==> src/hw/prf_pkg.sv <==
`default_nettype none

// widths, tag/value types and the bus structs of the register file subsystem
package prf_pkg;

  localparam int PREG_IDX_W = 6;    // physical tag width
  localparam int NUM_PREG   = 64;   // one entry per tag value
  localparam int DATA_W     = 64;   // register value width

  typedef logic [PREG_IDX_W-1:0] preg_idx_t;  // physical register tag
  typedef logic [DATA_W-1:0]     reg_data_t;  // register value

  localparam preg_idx_t ZERO_PREG = preg_idx_t'(NUM_PREG - 1);  // reads zero, drops writes

  // finished result from one functional unit
  typedef struct packed {
    logic      valid;   // one-cycle strobe
    preg_idx_t tag;     // destination tag
    reg_data_t value;   // result value
  } fu_result_t;

  // common data bus broadcast
  typedef struct packed {
    logic      valid;   // broadcast this cycle
    preg_idx_t tag;     // written tag
    reg_data_t value;   // written value
  } cdb_packet_t;

  // issue request, two source tags
  typedef struct packed {
    logic      valid;
    preg_idx_t src1;    // goes to read port a
    preg_idx_t src2;    // goes to read port b
  } read_req_t;

  // fetched operands towards a unit
  typedef struct packed {
    logic      valid;
    reg_data_t opa;     // value of src1
    reg_data_t opb;     // value of src2
  } operand_packet_t;

  // per-unit holding slot in the cdb arbiter
  typedef enum logic {
    slot_empty = 1'b0,
    slot_full  = 1'b1
  } arb_state_t;

endpackage

`default_nettype wire
==> src/hw/operand_fetch.sv <==
`timescale 1ns/1ps
`default_nettype none

// operand fetch: tags out to the register file, values registered per unit
module operand_fetch import prf_pkg::*; #(
  parameter int NUM_FU = 2
) (
  input  logic            clock,
  input  logic            reset,
  input  logic            en,                     // global freeze when low
  input  read_req_t       issue_req [NUM_FU],     // one request per unit
  output preg_idx_t       rd_tag_a  [NUM_FU],     // src1 to read port a
  output preg_idx_t       rd_tag_b  [NUM_FU],     // src2 to read port b
  input  reg_data_t       rd_val_a  [NUM_FU],     // forwarded src1 value
  input  reg_data_t       rd_val_b  [NUM_FU],     // forwarded src2 value
  output operand_packet_t operands  [NUM_FU]      // registered operands
);

  logic [NUM_FU-1:0] op_valid;           // packet valid per unit
  reg_data_t         op_a [NUM_FU];      // captured src1 value
  reg_data_t         op_b [NUM_FU];      // captured src2 value

  // tag routing, straight from the request
  always_comb begin
    for (int k = 0; k < NUM_FU; k++) begin
      rd_tag_a[k] = issue_req[k].src1;
      rd_tag_b[k] = issue_req[k].src2;
    end
  end

  // valid bits
  always_ff @(posedge clock) begin
    if (reset) begin
      op_valid <= '0;
    end else if (en) begin
      for (int k = 0; k < NUM_FU; k++) begin
        op_valid[k] <= issue_req[k].valid;     // one cycle per request
      end
    end
  end

  // operand values, read in the request cycle
  always_ff @(posedge clock) begin
    if (en) begin
      for (int k = 0; k < NUM_FU; k++) begin
        if (issue_req[k].valid) begin
          op_a[k] <= rd_val_a[k];              // bypass already applied
          op_b[k] <= rd_val_b[k];
        end
      end
    end
  end

  always_comb begin
    for (int k = 0; k < NUM_FU; k++) begin
      operands[k].valid = op_valid[k];
      operands[k].opa   = op_a[k];
      operands[k].opb   = op_b[k];
    end
  end

endmodule

`default_nettype wire

==> config.mk <==
export PLATFORM = sky130hd
export DESIGN_NAME = operand_fetch
export DESIGN_NICKNAME = d
export VERILOG_FILES = /design/src/hw/prf_pkg.sv /design/src/hw/operand_fetch.sv
export SDC_FILE = /design/constraint.sdc
export NUM_CORES = 1
export LEC_CHECK = 0
export BUFFER_PORTS_ARGS = -buffer_cell sky130_fd_sc_hd__buf_2
export CAP_MARGIN = 20
export CORE_AREA = 2 2 223 225
export CTS_BUF_LIST = sky130_fd_sc_hd__clkbuf_8
export DETAILED_ROUTE_END_ITERATION = 6
export DIE_AREA = 0 0 225 227
export GPL_TIMING_DRIVEN = 1
export HOLD_SLACK_MARGIN = 0.02
export MAX_ROUTING_LAYER = met4
export RECOVER_POWER = 50
export SLEW_MARGIN = 20
export SYNTH_ARGS = -nofsm -noshare
export SYNTH_HDL_FRONTEND = slang
export SYNTH_SLANG_ARGS = --single-unit
==> constraint.sdc <==
create_clock -name clock -period 7.5 [get_ports clock]
set_input_delay 1.5 -clock clock [delete_from_list [all_inputs] [get_ports clock]]
set_output_delay 1.5 -clock clock [all_outputs]
set_load 0.03 [all_outputs]
==> impl_metrics.py, run 1 <==
metrics = {
    "status": {
        "status": "complete, no violations",
    },
    "route": {
        "post-route-drc-count": 0,
        "drt-vias-per-instance": 3.40,
        "vias": 5109,
        "wire_per_inst_um": 18.7,
        "firstDrtPassIters": 4,
        "wl_um": 28200,
        "detail-route-antenna-nets": 0,
        "drtIter0Drc": 179,
    },
    "floorplan": {
        "die_height_um": 227,
        "start_util": 0.164,
        "die-area_sq_mm": 0.0511,
        "pin_count": 567,
        "rows": 81,
        "coreArea_sq_mm": 0.0485,
        "die_w_um": 225,
    },
    "cells_and_area": {
        "syn_to_final_growth_pct": 52.4,
        "num-fill-cells": 5015,
        "nNetsFinal": 1119,
        "final_cell_mix": "buf_2, edfxtp_1, clkbuf_8, clkbuf_1, inv_1",
        "layout_commonest_cell": "buf_2",
        "drive_gt1_frac": 0.618,
        "final_core_util": 0.250,
    },
    "logic_synthesis": {
        "netlist_area_sq_mm": 0.00795,
        "synth.ff_latch_count": 258,
        "synthesis.nets": 573,
        "postSynthCellCount": 288,
        "yosys.cell_types.count": 6,
        "syn_area_per_cell_sq_um": 27.6,
        "synth_warnings": 0,
        "yosysSeqAreaShare": 0.972,
    },
    "hold_path": {
        "whs_endpoint": "op_valid[0]$_SDFFE_PP0P_",
        "hp-start": "op_valid[0]$_SDFFE_PP0P_",
        "hold-path-cell-count": 2,
        "hp-class": "reg2reg",
    },
    "power": {
        "seq_power_share": 0.489,
        "power_frac_clock": 0.401,
        "p_leak_nw": 4.91,
        "ir_drop_mv": 0.154,
        "p_int_w": 0.00261,
        "power.switching_w": 0.000907,
        "power_density_mw_per_mm2": 291,
        "swShare": 0.258,
        "combPwrFrac": 0.110,
    },
    "worst_setup_path": {
        "crit_path_max_incr_delay_ps": 790,
        "r2r-start": "op_valid[1]$_SDFFE_PP0P_",
        "criticalPathCategory": "in2reg",
        "cp_data_required_time_ps": 7710,
        "reg2reg_depth": 2,
        "crit_path_end_kind": "flop",
        "r2r-end": "op_valid[1]$_SDFFE_PP0P_",
        "crit_slowest_cell": "buf_4",
        "cp-start-kind": "input port",
        "critPathMaxFanout": 74,
        "worstPathArrival_ps": 3310,
        "reg2reg_slack_ps": 6900,
        "crit_chain": "clkbuf_1, and2_4, buf_4",
    },
    "clocking": {
        "clock_sinks": 258,
        "tritoncts": "built",
        "clk_pin_slew_ps": 50,
        "cts_made_buffers": 48,
        "cts_resized": 0,
        "insertion_delay_ps": 590,
        "ctsHtreeMaxLevel": 2,
        "clk_path_buf_depth": 3,
        "hold_buffers": 0,
        "post_cts_buffers": 0,
        "clock_tree.root_cell": "clkbuf_8",
    },
    "timing": {
        "fin_ws_ps": 4400,
        "slew_violations": 0,
        "hold_viol_final": 0,
        "fin_skew_ps": 0,
        "rsz0062_at_grt": "false",
        "setup_tns_ps": 0,
        "finalCritPeriodShare": 0.414,
        "fmax_mhz": 322,
        "relSlewSlack": 0.398,
        "tightest_slew_ps": 902,
        "setup_viol": 0,
        "post-route-min-period_ps": 3100,
    },
    "placed_design": {
        "portBuffers": 518,
        "gp_congestion": 0.765,
        "detailed_place_hpwl_um": 22400,
        "preCtsSetupSlack_ps": 3850,
    },
    "global_routing": {
        "grtUsageMet2": 0.185,
        "grt_pass1_wl_um": 37000,
        "grt_overflow": 0,
        "top_usage_layer": "met2",
        "met3_usage": 0.0733,
        "grt_start_max_net_pins": 76,
        "antenna_found_initial": 28,
        "grt_pass1_vias": 5459,
        "grtUsageMet1": 0.0912,
        "grtUsageTotal": 0.109,
    },
    "run": {
        "max-cap-violations": 0,
    },
}
## area by class of cell
cell class | count | area, sq um | area share
diodes | 11 | 27.5 | 0.00227
clock buffers | 49 | 674 | 0.0557
clock inverters | 37 | 315 | 0.0260
multi-input cells | 6 | 45.0 | 0.00372
flip-flops and latches | 258 | 7730 | 0.638
well taps | 622 | 778 | 0.0642
repair buffers | 520 | 2550 | 0.210
## per-stage QoR
stage / power, W / hold WS [ps] / cells / area [sq um]
final: 0.00352 / 496 / 1503 / 12100
after global routing: 0.00368 / 571 / 1503 / 12100
after CTS: 0.00361 / 496 / 1492 / 12100
after detailed placement: 0.00215 / 483 / 1406 / 11200
after global placement: 0.00215 / 479 / 1406 / 11200
after floorplan: 0.00199 / 630 / 288 / 7950
## per-layer routing
metal | wire length (um) | share of wire
met5 | 0 | 0
met4 | 1130 | 0.040
met1 | 8660 | 0.31
met3 | 4530 | 0.16
met2 | 13900 | 0.49
## worst max path at each step
stage,start,end
after global routing,en,op_a[0][55]$_DFFE_PP_
after global placement,en,op_a[0][89]$_DFFE_PP_
final,en,op_b[0][12]$_DFFE_PP_
after CTS,issue_req[0],rd_tag_b[0]
after detailed placement,en,op_a[0][76]$_DFFE_PP_
after floorplan,issue_req[25],op_a[0][0]$_DFFE_PP_
## cell families (layout without fill, tap and decap cells)
logic type | Yosys count | count (layout) | share of synthesized area
flip-flops | 258 | 258 | 0.972
buffers and inverters | 24 | 606 | 0.0227
AND/OR/NAND/NOR | 4 | 4 | 0.00283
multiplexers | 2 | 2 | 0.00252
other | 0 | 11 | 0
## sequential cells by signal (all words and copies together) (netlist names)
signal,cells
op_a,128
op_b,128
op_valid,2
## cells in the mapped netlist
cell type / number / share of area
edfxtp_1: 256 / 0.97
and2_2: 2 / 0.0019
mux2i_1: 2 / 0.0025
buf_4: 24 / 0.023
nor2_1: 2 / 0.00094
dfxtp_1: 2 / 0.0050
## worst max-delay path, delay by kind of cell
kind,cells,cell delay [ps]
simple gates,1,690
buf+inv,2,980
## power by group through the flow
stage	sequential (W)	clock, W	combinational, W
2_1_floorplan	0.00195	0	0.0000441
3_3_place_gp	0.00175	0	0.000400
3_5_place_dp	0.00175	0	0.000401
4_1_cts	0.00172	0.00149	0.000401
5_1_grt	0.00173	0.00154	0.000414
6_report	0.00172	0.00141	0.000389
Power figures use the tool's default switching activity.
==> run 2: changes to the inputs <==
--- a/config.mk
+++ b/config.mk
@@ -5,12 +5,13 @@
 export SDC_FILE = /design/constraint.sdc
 export NUM_CORES = 1
 export LEC_CHECK = 0
+export ABC_AREA = 1
 export BUFFER_PORTS_ARGS = -buffer_cell sky130_fd_sc_hd__buf_2
 export CAP_MARGIN = 20
-export CORE_AREA = 2 2 223 225
+export CORE_AREA = 2 2 218 220
 export CTS_BUF_LIST = sky130_fd_sc_hd__clkbuf_8
 export DETAILED_ROUTE_END_ITERATION = 6
-export DIE_AREA = 0 0 225 227
+export DIE_AREA = 0 0 220 222
 export GPL_TIMING_DRIVEN = 1
 export HOLD_SLACK_MARGIN = 0.02
 export MAX_ROUTING_LAYER = met4
==> constraint.sdc (replaced) <==
create_clock -name clock -period 3.1 [get_ports clock]
set_input_delay 0.62 -clock clock [delete_from_list [all_inputs] [get_ports clock]]
set_output_delay 0.62 -clock clock [all_outputs]
set_load 0.03 [all_outputs]
==> impl_metrics.py, run 2 <==
metrics = {
    "status": {
        "status": "complete, no violations",
    },
    "clocking": {
        "clock_sinks": 258,
        "hold_buffers": 0,
        "ctsHtreeMaxLevel": 2,
        "insertion_delay_ps": 570,
        "clk_path_buf_depth": 3,
        "clk_pin_slew_ps": 60,
        "tritoncts": "built",
        "post_cts_buffers": 0,
        "clock_tree.root_cell": "clkbuf_8",
        "cts_resized": 0,
        "cts_made_buffers": 46,
    },
    "global_routing": {
        "antenna_found_initial": 15,
        "grt_pass1_wl_um": 36000,
        "grtUsageTotal": 0.109,
        "grt_pass1_vias": 5486,
        "grt_overflow": 0,
        "grt_start_max_net_pins": 90,
    },
    "placed_design": {
        "placed_cells": 1397,
        "preCtsSetupSlack_ps": 951,
        "gp_congestion": 0.791,
        "portBuffers": 518,
        "detailed_place_hpwl_um": 21900,
    },
    "power": {
        "p_leak_nw": 4.93,
        "power_frac_clock": 0.370,
        "swShare": 0.260,
        "p_int_w": 0.00601,
        "ir_drop_mv": 0.406,
        "combPwrFrac": 0.117,
        "power.switching_w": 0.00211,
        "power_density_mw_per_mm2": 676,
        "seq_power_share": 0.513,
    },
    "logic_synthesis": {
        "yosys.cell_types.count": 6,
        "synth_warnings": 0,
        "async_flop_share": 0,
        "netlist_area_sq_mm": 0.00794,
        "synth_flop_cell": "edfxtp_1",
        "synth_top_area_cell": "edfxtp_1",
        "postSynthCellCount": 291,
        "synth_commonest_cells": "edfxtp_1, buf_4, nand2_1",
        "yosys.cell_count.top_type": "edfxtp_1",
        "yosysTopAreaCellShare": 0.968,
        "synth_area_leaders": "edfxtp_1, buf_4, dfxtp_1",
        "synth.ff_latch_count": 258,
        "synthesis.nets": 576,
        "yosysSeqAreaShare": 0.973,
        "synth_edf_count": 256,
        "syn_area_per_cell_sq_um": 27.3,
    },
    "route": {
        "wl_um": 27200,
        "drtIter0Drc": 173,
        "post-route-drc-count": 0,
        "detail-route-antenna-nets": 0,
        "drt-vias-per-instance": 3.43,
        "vias": 5077,
        "firstDrtPassIters": 4,
        "wire_per_inst_um": 18.4,
    },
    "cells_and_area": {
        "fin_cells": 1479,
        "num-fill-cells": 4805,
        "final_cell_mix": "buf_2, edfxtp_1, clkbuf_8, clkbuf_1, inv_1",
        "layout_commonest_cell": "buf_2",
        "drive_gt1_frac": 0.646,
        "largest_registers": "op_a: 128 flops, op_b: 128 flops, op_valid: 2 flops",
        "register_area_sq_mm": 0.00773,
        "multi_input_area_sq_um": 25.0,
        "nNetsFinal": 1123,
        "syn_to_final_growth_pct": 51.3,
    },
    "worst_setup_path": {
        "startpoint": "en",
        "worst-path-buf-inv": 3,
        "r2r-end": "op_valid[1]$_SDFFE_PP0P_",
        "cp_num_cells": 4,
        "r2r-start": "op_valid[1]$_SDFFE_PP0P_",
        "worstPathArrival_ps": 2320,
        "crit_path_end": "op_b[0][81]$_DFFE_PP_",
        "critPathMaxFanout": 89,
        "crit_path_end_kind": "flop",
        "crit_slowest_cell": "clkbuf_4",
        "crit_path_max_incr_delay_ps": 830,
        "crit_chain": "clkbuf_1, nand2_1, clkinvlp_2, clkbuf_4",
        "path_delay_family": "buffers and inverters",
        "cp_data_required_time_ps": 3180,
        "reg2reg_slack_ps": 2540,
        "reg2reg_depth": 2,
        "cp-start-kind": "input port",
        "criticalPathCategory": "in2reg",
    },
    "floorplan": {
        "die_height_um": 222,
        "rows": 79,
        "start_util": 0.172,
        "die-area_sq_mm": 0.0488,
        "die_w_um": 220,
        "pin_count": 567,
        "coreArea_sq_mm": 0.0463,
    },
    "timing": {
        "fmax_mhz": 446,
        "tightest_slew_ps": 1220,
        "fin_skew_ps": 0,
        "rsz0062_at_grt": "false",
        "setup_viol": 0,
        "hold_ws_ps": 198,
        "post-route-min-period_ps": 2240,
        "fin_ws_ps": 858,
        "setup_tns_ps": 0,
        "hold_viol_final": 0,
        "finalCritPeriodShare": 0.723,
        "slew_violations": 0,
        "relSlewSlack": 0.185,
    },
    "run": {
        "max-cap-violations": 0,
    },
    "hold_path": {
        "hp-class": "in2reg",
    },
}
-- run 2: cell families (layout without fill, tap and decap cells) --
kind of cell	Yosys count	count (layout)	synth area share
flops	258	258	0.973
buf+inv	27	603	0.0241
simple gates	4	4	0.00189
other cells	0	5	0
compound gates	2	2	0.00126
-- run 2: worst min-delay path by stage --
stage | from | endpoint | slack [ps] | cells past startpoint
after floorplan | op_valid[0]$_SDFFE_PP0P_ | op_valid[0]$_SDFFE_PP0P_ | 580 | 2
after global placement | op_valid[1]$_SDFFE_PP0P_ | op_valid[1]$_SDFFE_PP0P_ | 450 | 2
after detailed placement | op_valid[0]$_SDFFE_PP0P_ | op_valid[0]$_SDFFE_PP0P_ | 450 | 2
after CTS | rd_val_b[119] | op_b[0][55]$_DFFE_PP_ | 120 | 1
after global routing | rd_val_b[68] | op_b[0][4]$_DFFE_PP_ | 140 | 1
final | rd_val_a[123] | op_a[0][59]$_DFFE_PP_ | 200 | 1
-- run 2: power groups by stage --
stage / registers [W] / logic (W) / clock network [W]
global placement: 0.00423 / 0.000974 / 0
global route: 0.00419 / 0.00101 / 0.00331
finish: 0.00417 / 0.000951 / 0.00301
floorplan: 0.00471 / 0.000107 / 0
CTS: 0.00417 / 0.000977 / 0.00317
detailed placement: 0.00424 / 0.000977 / 0
-- run 2: through the flow --
stage / total power (W) / cell area, sq um / utilization
after floorplan: 0.00482 / 7950 / -
after global placement: 0.00520 / 11200 / 0.242
after detailed placement: 0.00521 / 11200 / 0.242
after CTS: 0.00831 / 12100 / 0.261
after global routing: 0.00851 / 12000 / 0.260
final: 0.00812 / 12000 / 0.260
-- run 2: cell type report --
class | instances | share of cell area
Timing Repair Buffer | 523 | 0.219
Tap cell | 607 | 0.0632
Antenna cell | 5 | 0.00104
Clock inverter | 30 | 0.0172
Inverter | 3 | 0.00114
Sequential cell | 258 | 0.643
Clock buffer | 47 | 0.0538
Multi-Input combinational cell | 6 | 0.00208
-- run 2: layer usage --
layer	GRT usage	up-vias	routed length (um)
met3	0.0564	72	3810
met5	-	-	0
met2	0.199	429	14300
met1	0.0939	2340	8290
li1	-	2236	-
met4	0.0398	0	835
==> run 3: changes to the inputs <==
==> constraint.sdc (replaced) <==
create_clock -name clock -period 2.1 [get_ports clock]
set_input_delay 0.42 -clock clock [delete_from_list [all_inputs] [get_ports clock]]
set_output_delay 0.42 -clock clock [all_outputs]
set_load 0.03 [all_outputs]
==> impl_metrics.py, run 3 (synthesized netlist as in run 2, its figures left out) <==
metrics = {
    "global_routing": {
        "grt_pass1_wl_um": 40000,
        "antenna_found_initial": 9,
        "grt_start_max_net_pins": 62,
        "grtUsageTotal": 0.116,
        "grt_overflow": 0,
        "grt_pass1_vias": 6799,
    },
    "power": {
        "ir_drop_mv": 0.588,
        "p_total_w": 0.0119,
        "power_density_mw_per_mm2": 818,
        "p_leak_nw": 5.93,
    },
    "worst_setup_path": {
        "crit_path_end_kind": "flop",
        "critPathMaxFanout": 51,
        "criticalPathCategory": "in2reg",
        "r2r-start": "op_valid[1]$_SDFFE_PP0P_",
        "reg2reg_depth": 2,
        "worstPathArrival_ps": 1990,
        "reg2reg_slack_ps": 1510,
        "cp-start-kind": "input port",
        "startpoint": "en",
        "cp_data_required_time_ps": 2340,
        "r2r-end": "op_valid[1]$_SDFFE_PP0P_",
    },
    "placed_design": {
        "portBuffers": 518,
        "placed_cells": 1406,
        "gp_congestion": 0.769,
        "detailed_place_hpwl_um": 20900,
    },
    "timing": {
        "fmax_mhz": 573,
        "fin_skew_ps": 0,
        "setup_viol": 0,
        "tightest_slew_ps": 861,
        "post-route-min-period_ps": 1740,
        "relSlewSlack": 0.426,
        "hold_viol_final": 0,
        "setup_tns_ps": 0,
        "rsz0062_at_grt": "false",
        "slew_violations": 0,
        "finalCritPeriodShare": 0.831,
    },
    "route": {
        "vias": 6018,
        "detail-route-antenna-nets": 0,
        "wl_um": 29000,
        "drt-vias-per-instance": 3.46,
        "drtIter0Drc": 162,
        "post-route-drc-count": 0,
        "firstDrtPassIters": 4,
        "wire_per_inst_um": 16.6,
    },
    "floorplan": {
        "die_w_um": 220,
        "rows": 79,
        "coreArea_sq_mm": 0.0463,
        "die-area_sq_mm": 0.0488,
        "die_height_um": 222,
        "start_util": 0.172,
        "pin_count": 567,
    },
    "clocking": {
        "ctsHtreeMaxLevel": 2,
        "clock_sinks": 258,
        "clk_pin_slew_ps": 50,
        "tritoncts": "built",
        "clock_tree.root_cell": "clkbuf_8",
        "cts_resized": 0,
        "insertion_delay_ps": 570,
        "cts_made_buffers": 44,
        "clk_path_buf_depth": 3,
    },
    "cells_and_area": {
        "num-fill-cells": 4523,
        "layout_commonest_cell": "buf_2",
        "largest_registers": "op_a: 128 flops, op_b: 128 flops, op_valid: 2 flops",
        "register_area_sq_mm": 0.00773,
        "fin_cells": 1741,
        "syn_to_final_growth_pct": 82.8,
        "drive_gt1_frac": 0.490,
        "nNetsFinal": 1386,
        "final_cell_mix": "buf_2, dlygate4sd3_1, edfxtp_1, clkbuf_8, clkbuf_1",
        "multi_input_area_sq_um": 57.6,
    },
    "hold_path": {
        "hp-start": "issue_req[25]",
        "hp-class": "in2reg",
        "hold-path-cell-count": 3,
        "whs_endpoint": "op_valid[0]$_SDFFE_PP0P_",
    },
    "status": {
        "status": "complete, no violations",
    },
    "run": {
        "max-cap-violations": 0,
    },
}
-- run 3: changes by cell type in the layout (fill, tap and decap cells not counted), sizes merged --
| cell | before | now |
|---|---|---|
| bufinv | 3 | 0 |
| clkbuf | 69 | 85 |
| clkinv | 10 | 12 |
| dlygate4sd3 | 0 | 256 |
| diode | 5 | 7 |
| buf | 501 | 492 |
| inv | 15 | 13 |
-- run 3: layout make-up --
class | instances | area share
Inverter | 3 | 0.000948
Timing Repair Buffer | 788 | 0.359
Antenna cell | 7 | 0.00121
Multi-Input combinational cell | 6 | 0.00396
Tap cell | 607 | 0.0523
Clock buffer | 45 | 0.0426
Clock inverter | 27 | 0.00810
Sequential cell | 258 | 0.532
-- run 3: worst max-delay path, cell delays in order --
cell	delay (ps)
clkbuf_1	380
nand2_8	70
clkinvlp_2	70
clkbuf_2	620
buf_12	340
-- run 3: power by group --
part           internal, W  switching, W
clock network      0.00197       0.00196
logic             0.000705       0.00111
registers          0.00606     0.0000925
-- run 3: timing repair --
action	4_1_cts	5_1_grt
buffers inserted	0	0
hold buffers	256	0
endpoints found under the hold margin	257	0
-- run 3: how the worst max path moves through the flow --
stage               slack, ps  cells past startpoint                      to
floorplan                -640                      2    op_a[0][0]$_DFFE_PP_
global placement          450                      5   op_a[0][97]$_DFFE_PP_
detailed placement        430                      5  op_a[0][120]$_DFFE_PP_
CTS                       390                      1            operands[95]
global route              310                      5   op_b[0][71]$_DFFE_PP_
finish                    360                      5   op_b[0][78]$_DFFE_PP_
-- run 3: per-stage QoR --
| step | area, sq um | setup slack, ps | util | hold WS (ps) |
|---|---|---|---|---|
| after floorplan | 7980 | -638 | - | 489 |
| after global placement | 11300 | 453 | 0.245 | 459 |
| after detailed placement | 11300 | 433 | 0.245 | 456 |
| after CTS | 14600 | 392 | 0.316 | 26.2 |
| after global routing | 14500 | 312 | 0.314 | 88.2 |
| final | 14500 | 355 | 0.314 | 151 |
-- run 3: per-layer routing --
layer / up-vias / global-route usage / wire length, um
met5: - / - / 0
met4: 0 / 0.0418 / 775
met3: 64 / 0.0549 / 3470
met2: 415 / 0.206 / 14800
met1: 2775 / 0.108 / 9860
li1: 2764 / - / -
