**config.mk**
```make
export PLATFORM = sky130hd
export DESIGN_NAME = cdb_arbiter
export DESIGN_NICKNAME = d
export VERILOG_FILES = /design/src/hw/prf_pkg.sv /design/src/hw/cdb_arbiter.sv
export SDC_FILE = /design/constraint.sdc
export NUM_CORES = 1
export LEC_CHECK = 0
export ABC_AREA = 1
export BUFFER_PORTS_ARGS = -buffer_cell sky130_fd_sc_hd__buf_2
export CORE_MARGIN = 10
export CORE_UTILIZATION = 57
export DETAILED_ROUTE_END_ITERATION = 6
export PLACE_DENSITY = 0.84
export RECOVER_POWER = 25
export SETUP_SLACK_MARGIN = 0.15
export SLEW_MARGIN = 10
export SYNTH_ARGS = -nofsm -noshare
export SYNTH_HDL_FRONTEND = slang
export SYNTH_SLANG_ARGS = --single-unit
```
**constraint.sdc**
```tcl
create_clock -name clock -period 10.1 [get_ports clock]
set_input_delay 1.01 -clock clock [delete_from_list [all_inputs] [get_ports clock]]
set_output_delay 1.01 -clock clock [all_outputs]
set_load 0.05 [all_outputs]
```
**src/hw/prf_pkg.sv**
```systemverilog
`default_nettype none

// widths, tag/value types and the bus structs of the register file subsystem
package prf_pkg;

  localparam int PREG_IDX_W = 6;    // physical tag width
  localparam int NUM_PREG   = 64;   // one entry per tag value
  localparam int DATA_W     = 64;   // register value width

  typedef logic [PREG_IDX_W-1:0] preg_idx_t;  // physical register tag
  typedef logic [DATA_W-1:0]     reg_data_t;  // register value

  localparam preg_idx_t ZERO_PREG = preg_idx_t'(NUM_PREG - 1);  // reads zero, drops writes

  // finished result from one functional unit
  typedef struct packed {
    logic      valid;   // one-cycle strobe
    preg_idx_t tag;     // destination tag
    reg_data_t value;   // result value
  } fu_result_t;

  // common data bus broadcast
  typedef struct packed {
    logic      valid;   // broadcast this cycle
    preg_idx_t tag;     // written tag
    reg_data_t value;   // written value
  } cdb_packet_t;

  // issue request, two source tags
  typedef struct packed {
    logic      valid;
    preg_idx_t src1;    // goes to read port a
    preg_idx_t src2;    // goes to read port b
  } read_req_t;

  // fetched operands towards a unit
  typedef struct packed {
    logic      valid;
    reg_data_t opa;     // value of src1
    reg_data_t opb;     // value of src2
  } operand_packet_t;

  // per-unit holding slot in the cdb arbiter
  typedef enum logic {
    slot_empty = 1'b0,
    slot_full  = 1'b1
  } arb_state_t;

endpackage

`default_nettype wire
```
**src/hw/cdb_arbiter.sv**
```systemverilog
`timescale 1ns/1ps
`default_nettype none

// holding slot per unit, fixed priority grant, registered cdb broadcast
module cdb_arbiter import prf_pkg::*; #(
  parameter int NUM_FU = 2
) (
  input  logic              clock,
  input  logic              reset,
  input  logic              en,                   // global freeze when low
  input  fu_result_t        fu_result [NUM_FU],   // finished results, strobed
  output logic [NUM_FU-1:0] fu_stall,             // unit must hold off
  output cdb_packet_t       cdb                   // one broadcast per cycle
);

  arb_state_t        slot_state [NUM_FU];  // per-unit slot state
  fu_result_t        slot_data  [NUM_FU];  // held result payload
  fu_result_t        cand       [NUM_FU];  // slot content after this edge
  logic [NUM_FU-1:0] take;                 // capture into the slot
  logic [NUM_FU-1:0] pending;              // holds a result at this edge
  logic [NUM_FU-1:0] grant;                // slot sent at this edge
  cdb_packet_t       cdb_next;             // broadcast for next cycle

  logic              bcast_valid;          // registered bus valid
  preg_idx_t         bcast_tag;            // registered bus tag
  reg_data_t         bcast_value;          // registered bus value

  always_comb begin
    for (int k = 0; k < NUM_FU; k++) begin
      pending[k] = (slot_state[k] == slot_full) || (en && fu_result[k].valid);
      cand[k]    = (slot_state[k] == slot_full) ? slot_data[k] : fu_result[k];  // bypass slot
    end
  end

  // lowest full slot wins, a result filled at this edge counts
  always_comb begin
    grant    = '0;
    cdb_next = '0;
    for (int k = 0; k < NUM_FU; k++) begin
      if (pending[k] && (grant == '0)) begin
        grant[k]       = 1'b1;
        cdb_next.valid = 1'b1;
        cdb_next.tag   = cand[k].tag;
        cdb_next.value = cand[k].value;
      end
    end
  end

  // stalled while frozen, or full and losing the grant
  always_comb begin
    for (int k = 0; k < NUM_FU; k++) begin
      fu_stall[k] = !en || ((slot_state[k] == slot_full) && !grant[k]);
      take[k]     = en && fu_result[k].valid && !fu_stall[k];  // empty or being sent
    end
  end

  // control state
  always_ff @(posedge clock) begin
    if (reset) begin
      for (int k = 0; k < NUM_FU; k++) begin
        slot_state[k] <= slot_empty;
      end
      bcast_valid <= 1'b0;
    end else if (en) begin
      for (int k = 0; k < NUM_FU; k++) begin
        if (take[k] && ((slot_state[k] == slot_full) || !grant[k])) begin
          slot_state[k] <= slot_full;           // parked, or refilled as it is sent
        end else if (grant[k]) begin
          slot_state[k] <= slot_empty;          // sent, free again
        end
      end
      bcast_valid <= cdb_next.valid;            // one cycle per broadcast
    end
  end

  // payload, no reset
  always_ff @(posedge clock) begin
    if (en) begin
      for (int k = 0; k < NUM_FU; k++) begin
        if (take[k]) begin
          slot_data[k] <= fu_result[k];
        end
      end
      bcast_tag   <= cdb_next.tag;
      bcast_value <= cdb_next.value;
    end
  end

  assign cdb = '{valid: bcast_valid, tag: bcast_tag, value: bcast_value};

  // a result offered to a stalled slot is dropped
  for (genvar k = 0; k < NUM_FU; k++) begin : g_stall_chk
    a_no_result_while_stalled: assert property (
      @(posedge clock) disable iff (reset)
      fu_stall[k] |-> !fu_result[k].valid
    ) else $error("unit %0d presented a result while stalled", k);
  end

endmodule

`default_nettype wire

```
==> out/metrics.sh, run 1 <==
VIA_COUNT=6435
IO-PIN-COUNT=218
MULTIINPUTGATEAREA_UM2=2230
DRV.MAX_CAP_VIOLATION_COUNT=0
SYNTH_FP_NETS=920
ANTENNA_DIODE_COUNT=0
ROWS=45
POWER_DENSITY_nW_PER_UM2=195
SYNTH_COMPOUND_AREA_FRAC=0.00480
CRITPATHARRIVALTIME_NS=2.28
POST-CTS-SETUP-BUFFERS=0
AREA_OF_THE_MAPPED_NETLIST_UM2=8860
SYNTH_TOP_FAMILY_BY_AREA='simple AND/OR/NAND/NOR gates'
SETUP_VIOL=0
GRT_START_MAX_NET_PINS=77
SYNTH_SEQ_AREA_SHARE=0.719
GRT_OVERFLOW=0
SYNTH_TOP_CELLS_BY_AREA='sky130_fd_sc_hd__edfxtp_1, sky130_fd_sc_hd__nand2_1, sky130_fd_sc_hd__nand3_1, sky130_fd_sc_hd__nand3_2, sky130_fd_sc_hd__buf_6'
WORST-SLEW-PIN-TRANSITION_NS=0.871
FIN_WS_NS=6.81
CLOCK_TREE_SKEW_AFTER_FINAL_LAYOUT_NS=0.0136
YOSYS.CELL_TYPES.COUNT=19
CTS_BUF_COUNT=22
GRT.TOTAL_USAGE=0.206
TOTALNEGATIVESETUPSLACK_NS=0
HTREEDEPTH=1
POWER_W=0.00205
START_UTIL=0.583
GRT_FIRST_PASS_WIRELENGTH_UM=33900
DRT_ITER0_MARKERS=568
FLOORPLAN.DIE_AREA_UM2=20900
IO_BUFFERS=217
SLEW_MARGIN_REL=0.419
ROUTABILITYCONGESTION=0.830
ANTENNA_LEFT=0
FLOW.AREA_GROWTH_FROM_SYNTHESIS_PCT=19.1
DRT_PASS1_ITERATIONS=7
SYN_INST=775
PRE_CTS_SLACK_NS=6.48
DETAILEDPLACEMENTHPWL_UM=14200
CLOCK.FMAX_GHz=0.304
RESULT_OF_THE_RUN='finished, final reports clean'
TRITONCTS_NUM_SINKS=213
AREA_FRACTION_IN_AND_OR_NAND_AND_NOR_CELLS_AFTER_SYNTHESIS=0.246
P_LEAK_nW=4.39
POST_SYNTH_XOR_AREA_FRACTION=0
SYNTHESIS.YOSYS.WARNINGS=0
CRITPATHLAUNCHTYPE='input pin'
DRC=0
DIEHEIGHT_UM=145
MAX-CLOCK-PATH-BUFFERS=3
WIRE_PER_INST_UM=18.7
INSERTION_DELAY_NS=0.49
FINAL-SEQ-AREA_UM2=6380
AVGSYNTHCELLAREA_UM2=11.4
LEADING_CELL_TYPES_IN_THE_LAYOUT_FILL_AND_TAPS_EXCLUDED='sky130_fd_sc_hd__nand2_1, sky130_fd_sc_hd__edfxtp_1, sky130_fd_sc_hd__buf_2, sky130_fd_sc_hd__nand3_1, sky130_fd_sc_hd__clkbuf_1'
CORE_AREA_UM2=15200
CTS.ROOT.BUFFER_CELL='sky130_fd_sc_hd__clkbuf_16'
FLOORPLAN.DIE.WIDTH_UM=145
NUMPLACEDINSTANCES=1143
VIAS_PER_CELL=5.45
HOLD_CLASS='reg -> reg'
LAYOUT.NETS=1124
LAYOUT-DRIVE-GT1-SHARE=0.200
CTS_TREE='yes'
PERIOD_SHARE=0.326
SYNTHDOMINANTAREACELLTYPE='sky130_fd_sc_hd__edfxtp_1'
POST_CTS.RESIZED_INSTANCES=0
CRITICAL_PATH.MAX_FANOUT=32
RSZ_0062_RAISED_AFTER_GLOBAL_ROUTING='no'
YOSYS-MUX-AREA-FRACTION=0
NUM-FILL-CELLS=1121
CRITPATHREQUIREDTIME_NS=9.09
SYNTH_TOP_AREA_FRAC=0.715
FINALWIRELENGTH_UM=22100
GRT_PASS1_VIAS=6621
FINAL_CELLS=1181
SYNTH_ADDER_AREA_SHARE=0
WORST_IR_DROP_VDD_mV=0.169
FINALWORSTPATHREQUIREDPERIOD_NS=3.29
CTS.CLK_SLEW.WORST_PATHS_NS=0.06
SLEW_VIOL_FINAL=0
CTS-HOLD-FIX-BUFFERS=0
SETUP.WORST_PATH.CLASS='in -> out'
SYNTH.FF_LATCH_COUNT=213
REPORT.FINAL.HOLD_VIOL_COUNT=0
SETUP.WORST_PATH.END_CLASS='primary output'
ANTENNA_FOUND_INITIAL=0
LAYOUT.CELLS.MOST_COMMON='sky130_fd_sc_hd__nand2_1'
## where the power goes
| group | switching (W) | total, W | internal [W] | leakage (nW) |
|---|---|---|---|---|
| logic | 0.000199 | 0.000262 | 0.0000631 | 2.02 |
| registers | 0.0000183 | 0.00106 | 0.00104 | 2.05 |
| clock network | 0.000316 | 0.000730 | 0.000415 | 0.319 |
| total | 0.000533 | 0.00205 | 0.00152 | 4.39 |
## synth_stat cells
cell                         n
sky130_fd_sc_hd__a21oi_1     1
sky130_fd_sc_hd__a21oi_4     1
sky130_fd_sc_hd__a31oi_1     1
sky130_fd_sc_hd__buf_1       6
sky130_fd_sc_hd__buf_2      15
sky130_fd_sc_hd__buf_4       1
sky130_fd_sc_hd__buf_6       7
sky130_fd_sc_hd__clkbuf_1   16
sky130_fd_sc_hd__dfxtp_1     2
sky130_fd_sc_hd__edfxtp_1  211
sky130_fd_sc_hd__inv_1       3
sky130_fd_sc_hd__inv_2       3
sky130_fd_sc_hd__nand2_1   359
sky130_fd_sc_hd__nand2_2     1
sky130_fd_sc_hd__nand3_1   123
sky130_fd_sc_hd__nand3_2    20
sky130_fd_sc_hd__nor2_1      1
sky130_fd_sc_hd__nor3_1      1
sky130_fd_sc_hd__o21ai_0     3
## metrics by stage
step	utilization	hold slack, ns	instance area (µm²)
floorplan	-	0.511	8860
global placement	0.659	0.514	10000
detailed placement	0.659	0.522	10000
CTS	0.701	0.536	10700
global route	0.695	0.562	10600
finish	0.695	0.534	10600
## cell type report
type / instances / area share
Clock inverter: 10 / 0.00462
Inverter: 6 / 0.00237
Timing Repair Buffer: 225 / 0.0991
Multi-Input combinational cell: 511 / 0.211
Tap cell: 188 / 0.0223
Clock buffer: 28 / 0.0563
Sequential cell: 213 / 0.604
## layer usage
metal	up-vias	GRT usage	part of all wire	routed length, µm
met5	-	0	0	0
met4	0	0.0681	0.025	561
met3	46	0.0489	0.097	2140
met2	306	0.356	0.50	11100
met1	3013	0.250	0.38	8280
li1	3070	-	-	-
## kinds of logic (layout without fill, tap and decap cells)
family,Yosys count,after routing
AND/OR/NAND/NOR,505,505
AO/OA/AOI/OAI,6,6
buffers and inverters,51,269
flip-flops,213,213
## final timing paths
| path | cells after the start | end | start | slack [ns] |
|---|---|---|---|---|
| min | 2 | bcast_tag[0]$_DFFE_PP_ | slot_data[0][64]$_DFFE_PP_ | 0.53 |
| max reg2reg | 5 | slot_data[0][104]$_DFFE_PP_ | slot_state[0]$_SDFFCE_PN0P_ | 7.06 |
| min reg2reg | 2 | bcast_tag[0]$_DFFE_PP_ | slot_data[0][64]$_DFFE_PP_ | 0.53 |
| max | 6 | fu_stall[1] | en | 6.81 |
## critical path, cell delays in order
cell and delay (ns):
sky130_fd_sc_hd__buf_4 0.37, sky130_fd_sc_hd__nand2_1 0.25, sky130_fd_sc_hd__nand2_2 0.20, sky130_fd_sc_hd__nand2_1 0.08, sky130_fd_sc_hd__nand2_1 0.08, sky130_fd_sc_hd__buf_2 0.27
## state kept, by name (all words and copies together) (netlist names)
register	flops
slot_data	140
bcast_valid	1
slot_state	2
bcast_value	64
bcast_tag	6
Power figures use the tool's default switching activity.
==> inputs of run 2 (changes only) <==
--- a/config.mk
+++ b/config.mk
@@ -8,9 +8,9 @@
 export ABC_AREA = 1
 export BUFFER_PORTS_ARGS = -buffer_cell sky130_fd_sc_hd__buf_2
 export CORE_MARGIN = 10
-export CORE_UTILIZATION = 57
+export CORE_UTILIZATION = 53
 export DETAILED_ROUTE_END_ITERATION = 6
-export PLACE_DENSITY = 0.84
+export PLACE_DENSITY = 0.79
 export RECOVER_POWER = 25
 export SETUP_SLACK_MARGIN = 0.15
 export SLEW_MARGIN = 10
==> constraint.sdc (replaced) <==
create_clock -name clock -period 3.4 [get_ports clock]
set_input_delay 0.34 -clock clock [delete_from_list [all_inputs] [get_ports clock]]
set_output_delay 0.34 -clock clock [all_outputs]
set_load 0.05 [all_outputs]
==> run 2 against run 1 <==
  * Utilization is 4.9 points lower
  * Setup slack lost 5.9 ns
  * Final area grew 0.65%
  * Largest cell class unchanged
==> out/metrics.sh, run 2 (same netlist as run 1, synthesis figures left out) <==
RESULT_OF_THE_RUN='finished, final reports clean'
FINALWIRELENGTH_UM=22300  # +0.88%
CRITICAL_PATH_BUF_INV_COUNT=2  # unchanged
CRIT_PATH_FREQUENT_CELL='sky130_fd_sc_hd__nand2_1'
START_UTIL=0.538  # -0.0447
SETUP_VIOL=0  # unchanged
P_INT_W=0.00459  # +200%
CRIT_CHAIN='buf_4 > nand2_1 > nand2_1 > buf_2'
GRT_PASS1_VIAS=6605  # -0.24%
POST_CTS.RESIZED_INSTANCES=0  # unchanged
CRITICAL_PATH.MAX_FANOUT=72  # +130%
WORST_IR_DROP_VDD_mV=0.399  # +140%
LAYOUT-DRIVE-GT1-SHARE=0.187  # -0.0133
CTS_BUF_COUNT=23  # +4.5%
HOLD_CLASS='in -> reg'
HOLD_START='fu_result[53]'
ROWS=47  # +4.4%
DRT_PASS1_ITERATIONS=7  # unchanged
CTS.ROOT.BUFFER_CELL='sky130_fd_sc_hd__clkbuf_16'
WORSTSETUPSTARTPOINT='slot_state[1]$_SDFFE_PP0P_'
POWER_DENSITY_nW_PER_UM2=580  # +200%
P_LEAK_nW=4.38  # -0.42%
LARGEST_REGISTERS_IN_THE_FINAL_LAYOUT='slot_data x140, bcast_value x64, bcast_tag x6'
ANTENNA_LEFT=0  # unchanged
SLEW_VIOL_FINAL=0  # unchanged
HTREEDEPTH=1  # unchanged
CRITPATHTOPFAMILY='buffers and inverters'
TOTALNEGATIVESETUPSLACK_NS=0  # unchanged
LARGEST-REGISTER='slot_data'
ANTENNA_FOUND_INITIAL=2  # +2
VIAS_PER_CELL=5.30  # -2.8%
LAYOUT.CELLS.MOST_COMMON='sky130_fd_sc_hd__nand2_1'
SETUP.WORST_PATH.CLASS='reg -> out'
ROUTABILITYCONGESTION=0.809  # -2.6%
CRITPATHLAUNCHTYPE='flop'
WORST-SLEW-PIN-TRANSITION_NS=1.03  # +0.164 ns
CLOCK_TREE_SKEW_AFTER_FINAL_LAYOUT_NS=0.00986  # -0.00378 ns
FINAL_CELLS=1216  # +3.0%
CORE_AREA_UM2=16500  # +8.3%
FLOORPLAN.DIE.WIDTH_UM=149  # +3.2%
IO-PIN-COUNT=218  # unchanged
FF_TO_FF_START='slot_state[0]$_SDFFCE_PN0P_'
LEADING_CELL_TYPES_IN_THE_LAYOUT_FILL_AND_TAPS_EXCLUDED='sky130_fd_sc_hd__nand2_1, sky130_fd_sc_hd__edfxtp_1, sky130_fd_sc_hd__buf_2, sky130_fd_sc_hd__nand3_1, sky130_fd_sc_hd__clkbuf_1'
DIEHEIGHT_UM=149  # +3.2%
REPORT.FINAL.HOLD_VIOL_COUNT=0  # unchanged
DRV.MAX_CAP_VIOLATION_COUNT=0  # unchanged
LAYOUT.NETS=1126  # +0.18%
POWER_FRAC_COMB=0.127  # about the same
CTS-HOLD-FIX-BUFFERS=0  # unchanged
GRT.TOTAL_USAGE=0.195  # -0.0114
CPMAXSTAGEDELAYCELL='sky130_fd_sc_hd__buf_4'
MAX-CLOCK-PATH-BUFFERS=3  # unchanged
CLOCK.FMAX_GHz=0.409
INSERTION_DELAY_NS=0.50  # about the same
SHARE_CLK_OF_TOTAL_POWER=0.363  # +0.007
PERIOD_SHARE=0.719
FLOORPLAN.DIE_AREA_UM2=22300  # +6.5%
DRT_ITER0_MARKERS=433  # -24%
PRE_CTS_SLACK_NS=0.783  # -5.70 ns
FLOW.AREA_GROWTH_FROM_SYNTHESIS_PCT=19.9
GRT_FIRST_PASS_WIRELENGTH_UM=34700  # +2.3%
SEQUENTIALPOWERSHARE=0.510  # -0.007
RSZ_0062_RAISED_AFTER_GLOBAL_ROUTING='no'
SLEW_MARGIN_REL=0.310  # -0.109
LARGEST_REGISTER_FF_COUNT=140  # unchanged
SETUP.WORST_PATH.END_CLASS='primary output'
IO_BUFFERS=217  # unchanged
SLOWEST_DELAY_NS=0.66  # +0.29 ns
WIRE_PER_INST_UM=18.3  # -2.0%
NUMPLACEDINSTANCES=1176  # +2.9%
DRC=0  # unchanged
POST-CTS-SETUP-BUFFERS=0  # unchanged
P_SW_W=0.00158  # +200%
TRITONCTS_NUM_SINKS=213  # unchanged
FINALWORSTPATHREQUIREDPERIOD_NS=2.45
CRITPATHREQUIREDTIME_NS=3.06  # -6.03 ns
GRT_START_MAX_NET_PINS=74  # -3.9%
CRITPATHARRIVALTIME_NS=2.11  # -0.17 ns
VIA_COUNT=6442  # +0.11%
DETAILEDPLACEMENTHPWL_UM=13900  # -1.7%
CTS.CLK_SLEW.WORST_PATHS_NS=0.06  # about the same
SWITCHING_PART_OF_THE_TOTAL=0.256  # -0.00412
GRT_OVERFLOW=0  # unchanged
HOLDWS_NS=0.0368  # -0.497 ns
CTS_TREE='yes'
POWER_W=0.00617  # +200%
FIN_WS_NS=0.955  # -5.85 ns
## run 2: cell count changes in the layout (fill, tap and decap cells not counted), sizes merged
cell    change
buf         -9
bufinv      +1
clkbuf     +11
clkinv      -2
diode       +2
## run 2: final timing paths
path                                 endpoint  slack (ns)  depth (start not counted)
setup / recovery                  fu_stall[1]        0.95                          4
hold / removal    slot_data[0][124]$_DFFE_PP_        0.04                          1
setup reg to reg  slot_data[0][136]$_DFFE_PP_        0.99                          4
hold reg to reg     bcast_value[57]$_DFFE_PP_        0.53                          2
## run 2: worst register-to-register path, cell delays in order (launching register included)
cell and delay (ns):
sky130_fd_sc_hd__edfxtp_1 0.40, sky130_fd_sc_hd__inv_2 0.08, sky130_fd_sc_hd__nand2_2 0.10, sky130_fd_sc_hd__a21oi_4 0.79, sky130_fd_sc_hd__buf_4 0.64
## run 2: power groups by stage
stage                     logic [W]  registers, W  clock network (W)
final                      0.000784       0.00314            0.00224
after global routing       0.000853       0.00316            0.00238
after floorplan            0.000270       0.00345                  0
after global placement     0.000792       0.00319                  0
after detailed placement   0.000805       0.00320                  0
after CTS                  0.000807       0.00314            0.00228
## run 2: metal layers
metal	track usage	vias up	routed length (µm)
li1	-	3080	-
met1	0.247	3046	8960
met2	0.316	266	10900
met3	0.0446	50	1680
met4	0.0824	0	685
met5	0	-	0
## run 2: final cells by class
class / count / area, µm²
Antenna cell: 2 / 5.00
Clock buffer: 29 / 598
Clock inverter: 9 / 61.3
Fill cell: 1320 / 5840
Inverter: 6 / 25.0
Multi-Input combinational cell: 511 / 2230
Sequential cell: 213 / 6380
Tap cell: 220 / 275
Timing Repair Buffer: 226 / 1050
## run 2: per-stage QoR
| stage | instance area (µm²) | utilization |
|---|---|---|
| global placement | 10100 | 0.612 |
| CTS | 10700 | 0.652 |
| detailed placement | 10100 | 0.612 |
| global route | 10600 | 0.645 |
| finish | 10600 | 0.645 |
| floorplan | 8870 | - |
==> inputs of run 3 (changes only) <==
==> constraint.sdc (replaced) <==
create_clock -name clock -period 2.4 [get_ports clock]
set_input_delay 0.24 -clock clock [delete_from_list [all_inputs] [get_ports clock]]
set_output_delay 0.24 -clock clock [all_outputs]
set_load 0.05 [all_outputs]
==> run 3 against run 2 <==
  * The flow now finishes with violations (max-capacitance violations, max-slew violations)
  * Routed wire length increased by 14%
  * Setup slack got worse by 0.48 ns
  * Global-route usage increased by 2.8 points
  * Register-to-register slack got worse by 0.41 ns
  * Largest cell class unchanged
  * Largest power group unchanged
==> out/metrics.sh, run 3 (same netlist as run 1, synthesis figures left out) <==
CTS.CLK_SLEW.WORST_PATHS_NS=0.06  # about the same
FINALWIRELENGTH_UM=25400  # +14%
VIA_COUNT=7184  # +12%
CRIT_PATH_FREQUENT_CELL='sky130_fd_sc_hd__nand2_1'
WORSTSETUPSTARTPOINT='slot_state[1]$_SDFFE_PP0P_'
R2R_END='bcast_value[11]$_DFFE_PP_'
FIN_WS_NS=0.476  # -0.479 ns
IO-PIN-COUNT=218  # unchanged
WORST-SLEW-PIN-TRANSITION_NS=1.96  # +0.926 ns
WORST-R2R-CELL-COUNT=5  # +1
POST_CTS.RESIZED_INSTANCES=0  # unchanged
CTS.ROOT.BUFFER_CELL='sky130_fd_sc_hd__clkbuf_16'
FLOORPLAN.DIE.WIDTH_UM=149  # unchanged
TOTALNEGATIVESETUPSLACK_NS=0  # unchanged
ANTENNA_FOUND_INITIAL=3  # +1
SLEW_MARGIN_REL=-0.307  # -0.617
LAYOUT-DRIVE-GT1-SHARE=0.184  # -0.00307
LAYOUT.NETS=1273  # +13%
NUM-FILL-CELLS=1138  # -14%
FLOORPLAN.DIE_AREA_UM2=22300  # unchanged
CRITICAL_PATH.MAX_FANOUT=23  # -68%
MAX-CLOCK-PATH-BUFFERS=3  # unchanged
FF_TO_FF_START='slot_state[0]$_SDFFCE_PN0P_'
START_UTIL=0.538  # unchanged
GRT_START_MAX_NET_PINS=74  # unchanged
VIAS_PER_CELL=5.26  # -0.65%
PERIOD_SHARE=0.802
CRITPATHREQUIREDTIME_NS=2.16  # -0.90 ns
POST-CTS-SETUP-BUFFERS=0  # unchanged
CTS-HOLD-FIX-BUFFERS=140  # +140
ROUTABILITYCONGESTION=0.805  # -0.49%
HTREEDEPTH=1  # unchanged
POWER_DENSITY_nW_PER_UM2=741  # +28%
TIMING.CRITICAL_PATH.TO='fu_stall[1]'
CRITPATHLAUNCHTYPE='flop'
CORE_AREA_UM2=16500  # unchanged
IO_BUFFERS=217  # unchanged
RSZ_0062_RAISED_AFTER_GLOBAL_ROUTING='no'
DIEHEIGHT_UM=149  # unchanged
DRT_ITER0_MARKERS=537  # +24%
LARGEST-REGISTER='slot_data'
REPORT.FINAL.HOLD_VIOL_COUNT=0  # unchanged
CTS_BUF_COUNT=22  # -4.3%
ROWS=47  # unchanged
LARGEST_REGISTER_FF_COUNT=140  # unchanged
HOLD_CLASS='in -> reg'
SETUP.WORST_PATH.END_CLASS='primary output'
SETUP_VIOL=0  # unchanged
GRT.TOTAL_USAGE=0.223  # +0.0284
LEADING_CELL_TYPES_IN_THE_LAYOUT_FILL_AND_TAPS_EXCLUDED='sky130_fd_sc_hd__nand2_1, sky130_fd_sc_hd__edfxtp_1, sky130_fd_sc_hd__dlygate4sd3_1, sky130_fd_sc_hd__buf_2, sky130_fd_sc_hd__nand3_1'
DRV.MAX_CAP_VIOLATION_COUNT=1  # +1
LAYOUT.CELLS.MOST_COMMON='sky130_fd_sc_hd__nand2_1'
SETUP.WORST_PATH.CLASS='reg -> out'
PRE_CTS_SLACK_NS=0.630  # -0.153 ns
WIRE_PER_INST_UM=18.6  # +1.8%
SLOWEST_DELAY_NS=0.40  # -0.26 ns
GRT_PASS1_VIAS=7534  # +14%
P_LEAK_nW=5.04  # +15%
CPMAXSTAGEDELAYCELL='sky130_fd_sc_hd__dfxtp_2'
DRC=0  # unchanged
HOLDWS_NS=0.0817  # +0.0450 ns
RESULT_OF_THE_RUN='finished, violations left'
INSERTION_DELAY_NS=0.49  # about the same
FLOW.AREA_GROWTH_FROM_SYNTHESIS_PCT=36.7
POWER_W=0.00898  # +46%
TRITONCTS_NUM_SINKS=213  # unchanged
VIOLATIONS='max-capacitance violations, max-slew violations'
GRT_FIRST_PASS_WIRELENGTH_UM=39900  # +15%
GRT_OVERFLOW=0  # unchanged
SLEW_VIOL_FINAL=34  # +34
FINALWORSTPATHREQUIREDPERIOD_NS=1.92
LARGEST_REGISTERS_IN_THE_FINAL_LAYOUT='slot_data x140, bcast_value x64, bcast_tag x6'
RRSETUPSLACK_NS=0.58  # -0.41 ns
CRITPATHARRIVALTIME_NS=1.68  # -0.43 ns
CTS_TREE='yes'
CLOCK_TREE_SKEW_AFTER_FINAL_LAYOUT_NS=0.0124  # +0.00250 ns
CRIT_CHAIN='buf_4 > nand2_1 > nand2_1 > buf_2'
ANTENNA_LEFT=0  # unchanged
CLOCK.FMAX_GHz=0.520
DETAILEDPLACEMENTHPWL_UM=14700  # +5.8%
DRT_PASS1_ITERATIONS=5  # -2
WORST_IR_DROP_VDD_mV=0.646  # +62%
[run 3: report_power, final]
part	switching (W)	internal [W]
clock network	0.00133	0.00185
registers	0.0000726	0.00439
logic	0.000904	0.000427
[run 3: final cells by class]
| class | instances | area, µm² | share of cell area |
|---|---|---|---|
| Timing Repair Buffer | 374 | 2540 | 0.210 |
| Clock buffer | 31 | 606 | 0.0500 |
| Tap cell | 220 | 275 | 0.0227 |
| Multi-Input combinational cell | 511 | 2230 | 0.184 |
| Antenna cell | 4 | 10.0 | 0.000826 |
| Inverter | 6 | 25.0 | 0.00207 |
| Sequential cell | 213 | 6380 | 0.526 |
| Clock inverter | 6 | 52.6 | 0.00434 |
[run 3: worst min path at each step]
stage,start,to,cells past startpoint
CTS,reset,slot_state[1]$_SDFFE_PP0P_,4
floorplan,fu_result[71],slot_data[0][0]$_DFFE_PP_,0
finish,reset,slot_state[1]$_SDFFE_PP0P_,4
global placement,fu_result[61],slot_data[0][132]$_DFFE_PP_,1
global route,reset,slot_state[1]$_SDFFE_PP0P_,4
detailed placement,fu_result[50],slot_data[0][121]$_DFFE_PP_,1
[run 3: critical path: cells and delay by family, from the launching register on]
family | cells | cell delay (ns)
flip-flops | 1 | 0.40
buffers and inverters | 2 | 0.59
AND/OR/NAND/NOR | 2 | 0.20
[run 3: metal layers]
| layer | global-route usage | vias up | wire [µm] |
|---|---|---|---|
| met5 | 0 | - | 0 |
| met4 | 0.0942 | 0 | 845 |
| met3 | 0.0473 | 65 | 2120 |
| met2 | 0.389 | 379 | 13200 |
| met1 | 0.262 | 3370 | 9220 |
| li1 | - | 3370 | - |
[run 3: per-stage QoR]
| step | std cells | area, µm² | util |
|---|---|---|---|
| CTS | 1361 | 12200 | 0.742 |
| floorplan | 775 | 8870 | - |
| global route | 1364 | 12100 | 0.736 |
| finish | 1365 | 12100 | 0.736 |
| detailed placement | 1184 | 10200 | 0.616 |
| global placement | 1184 | 10200 | 0.616 |
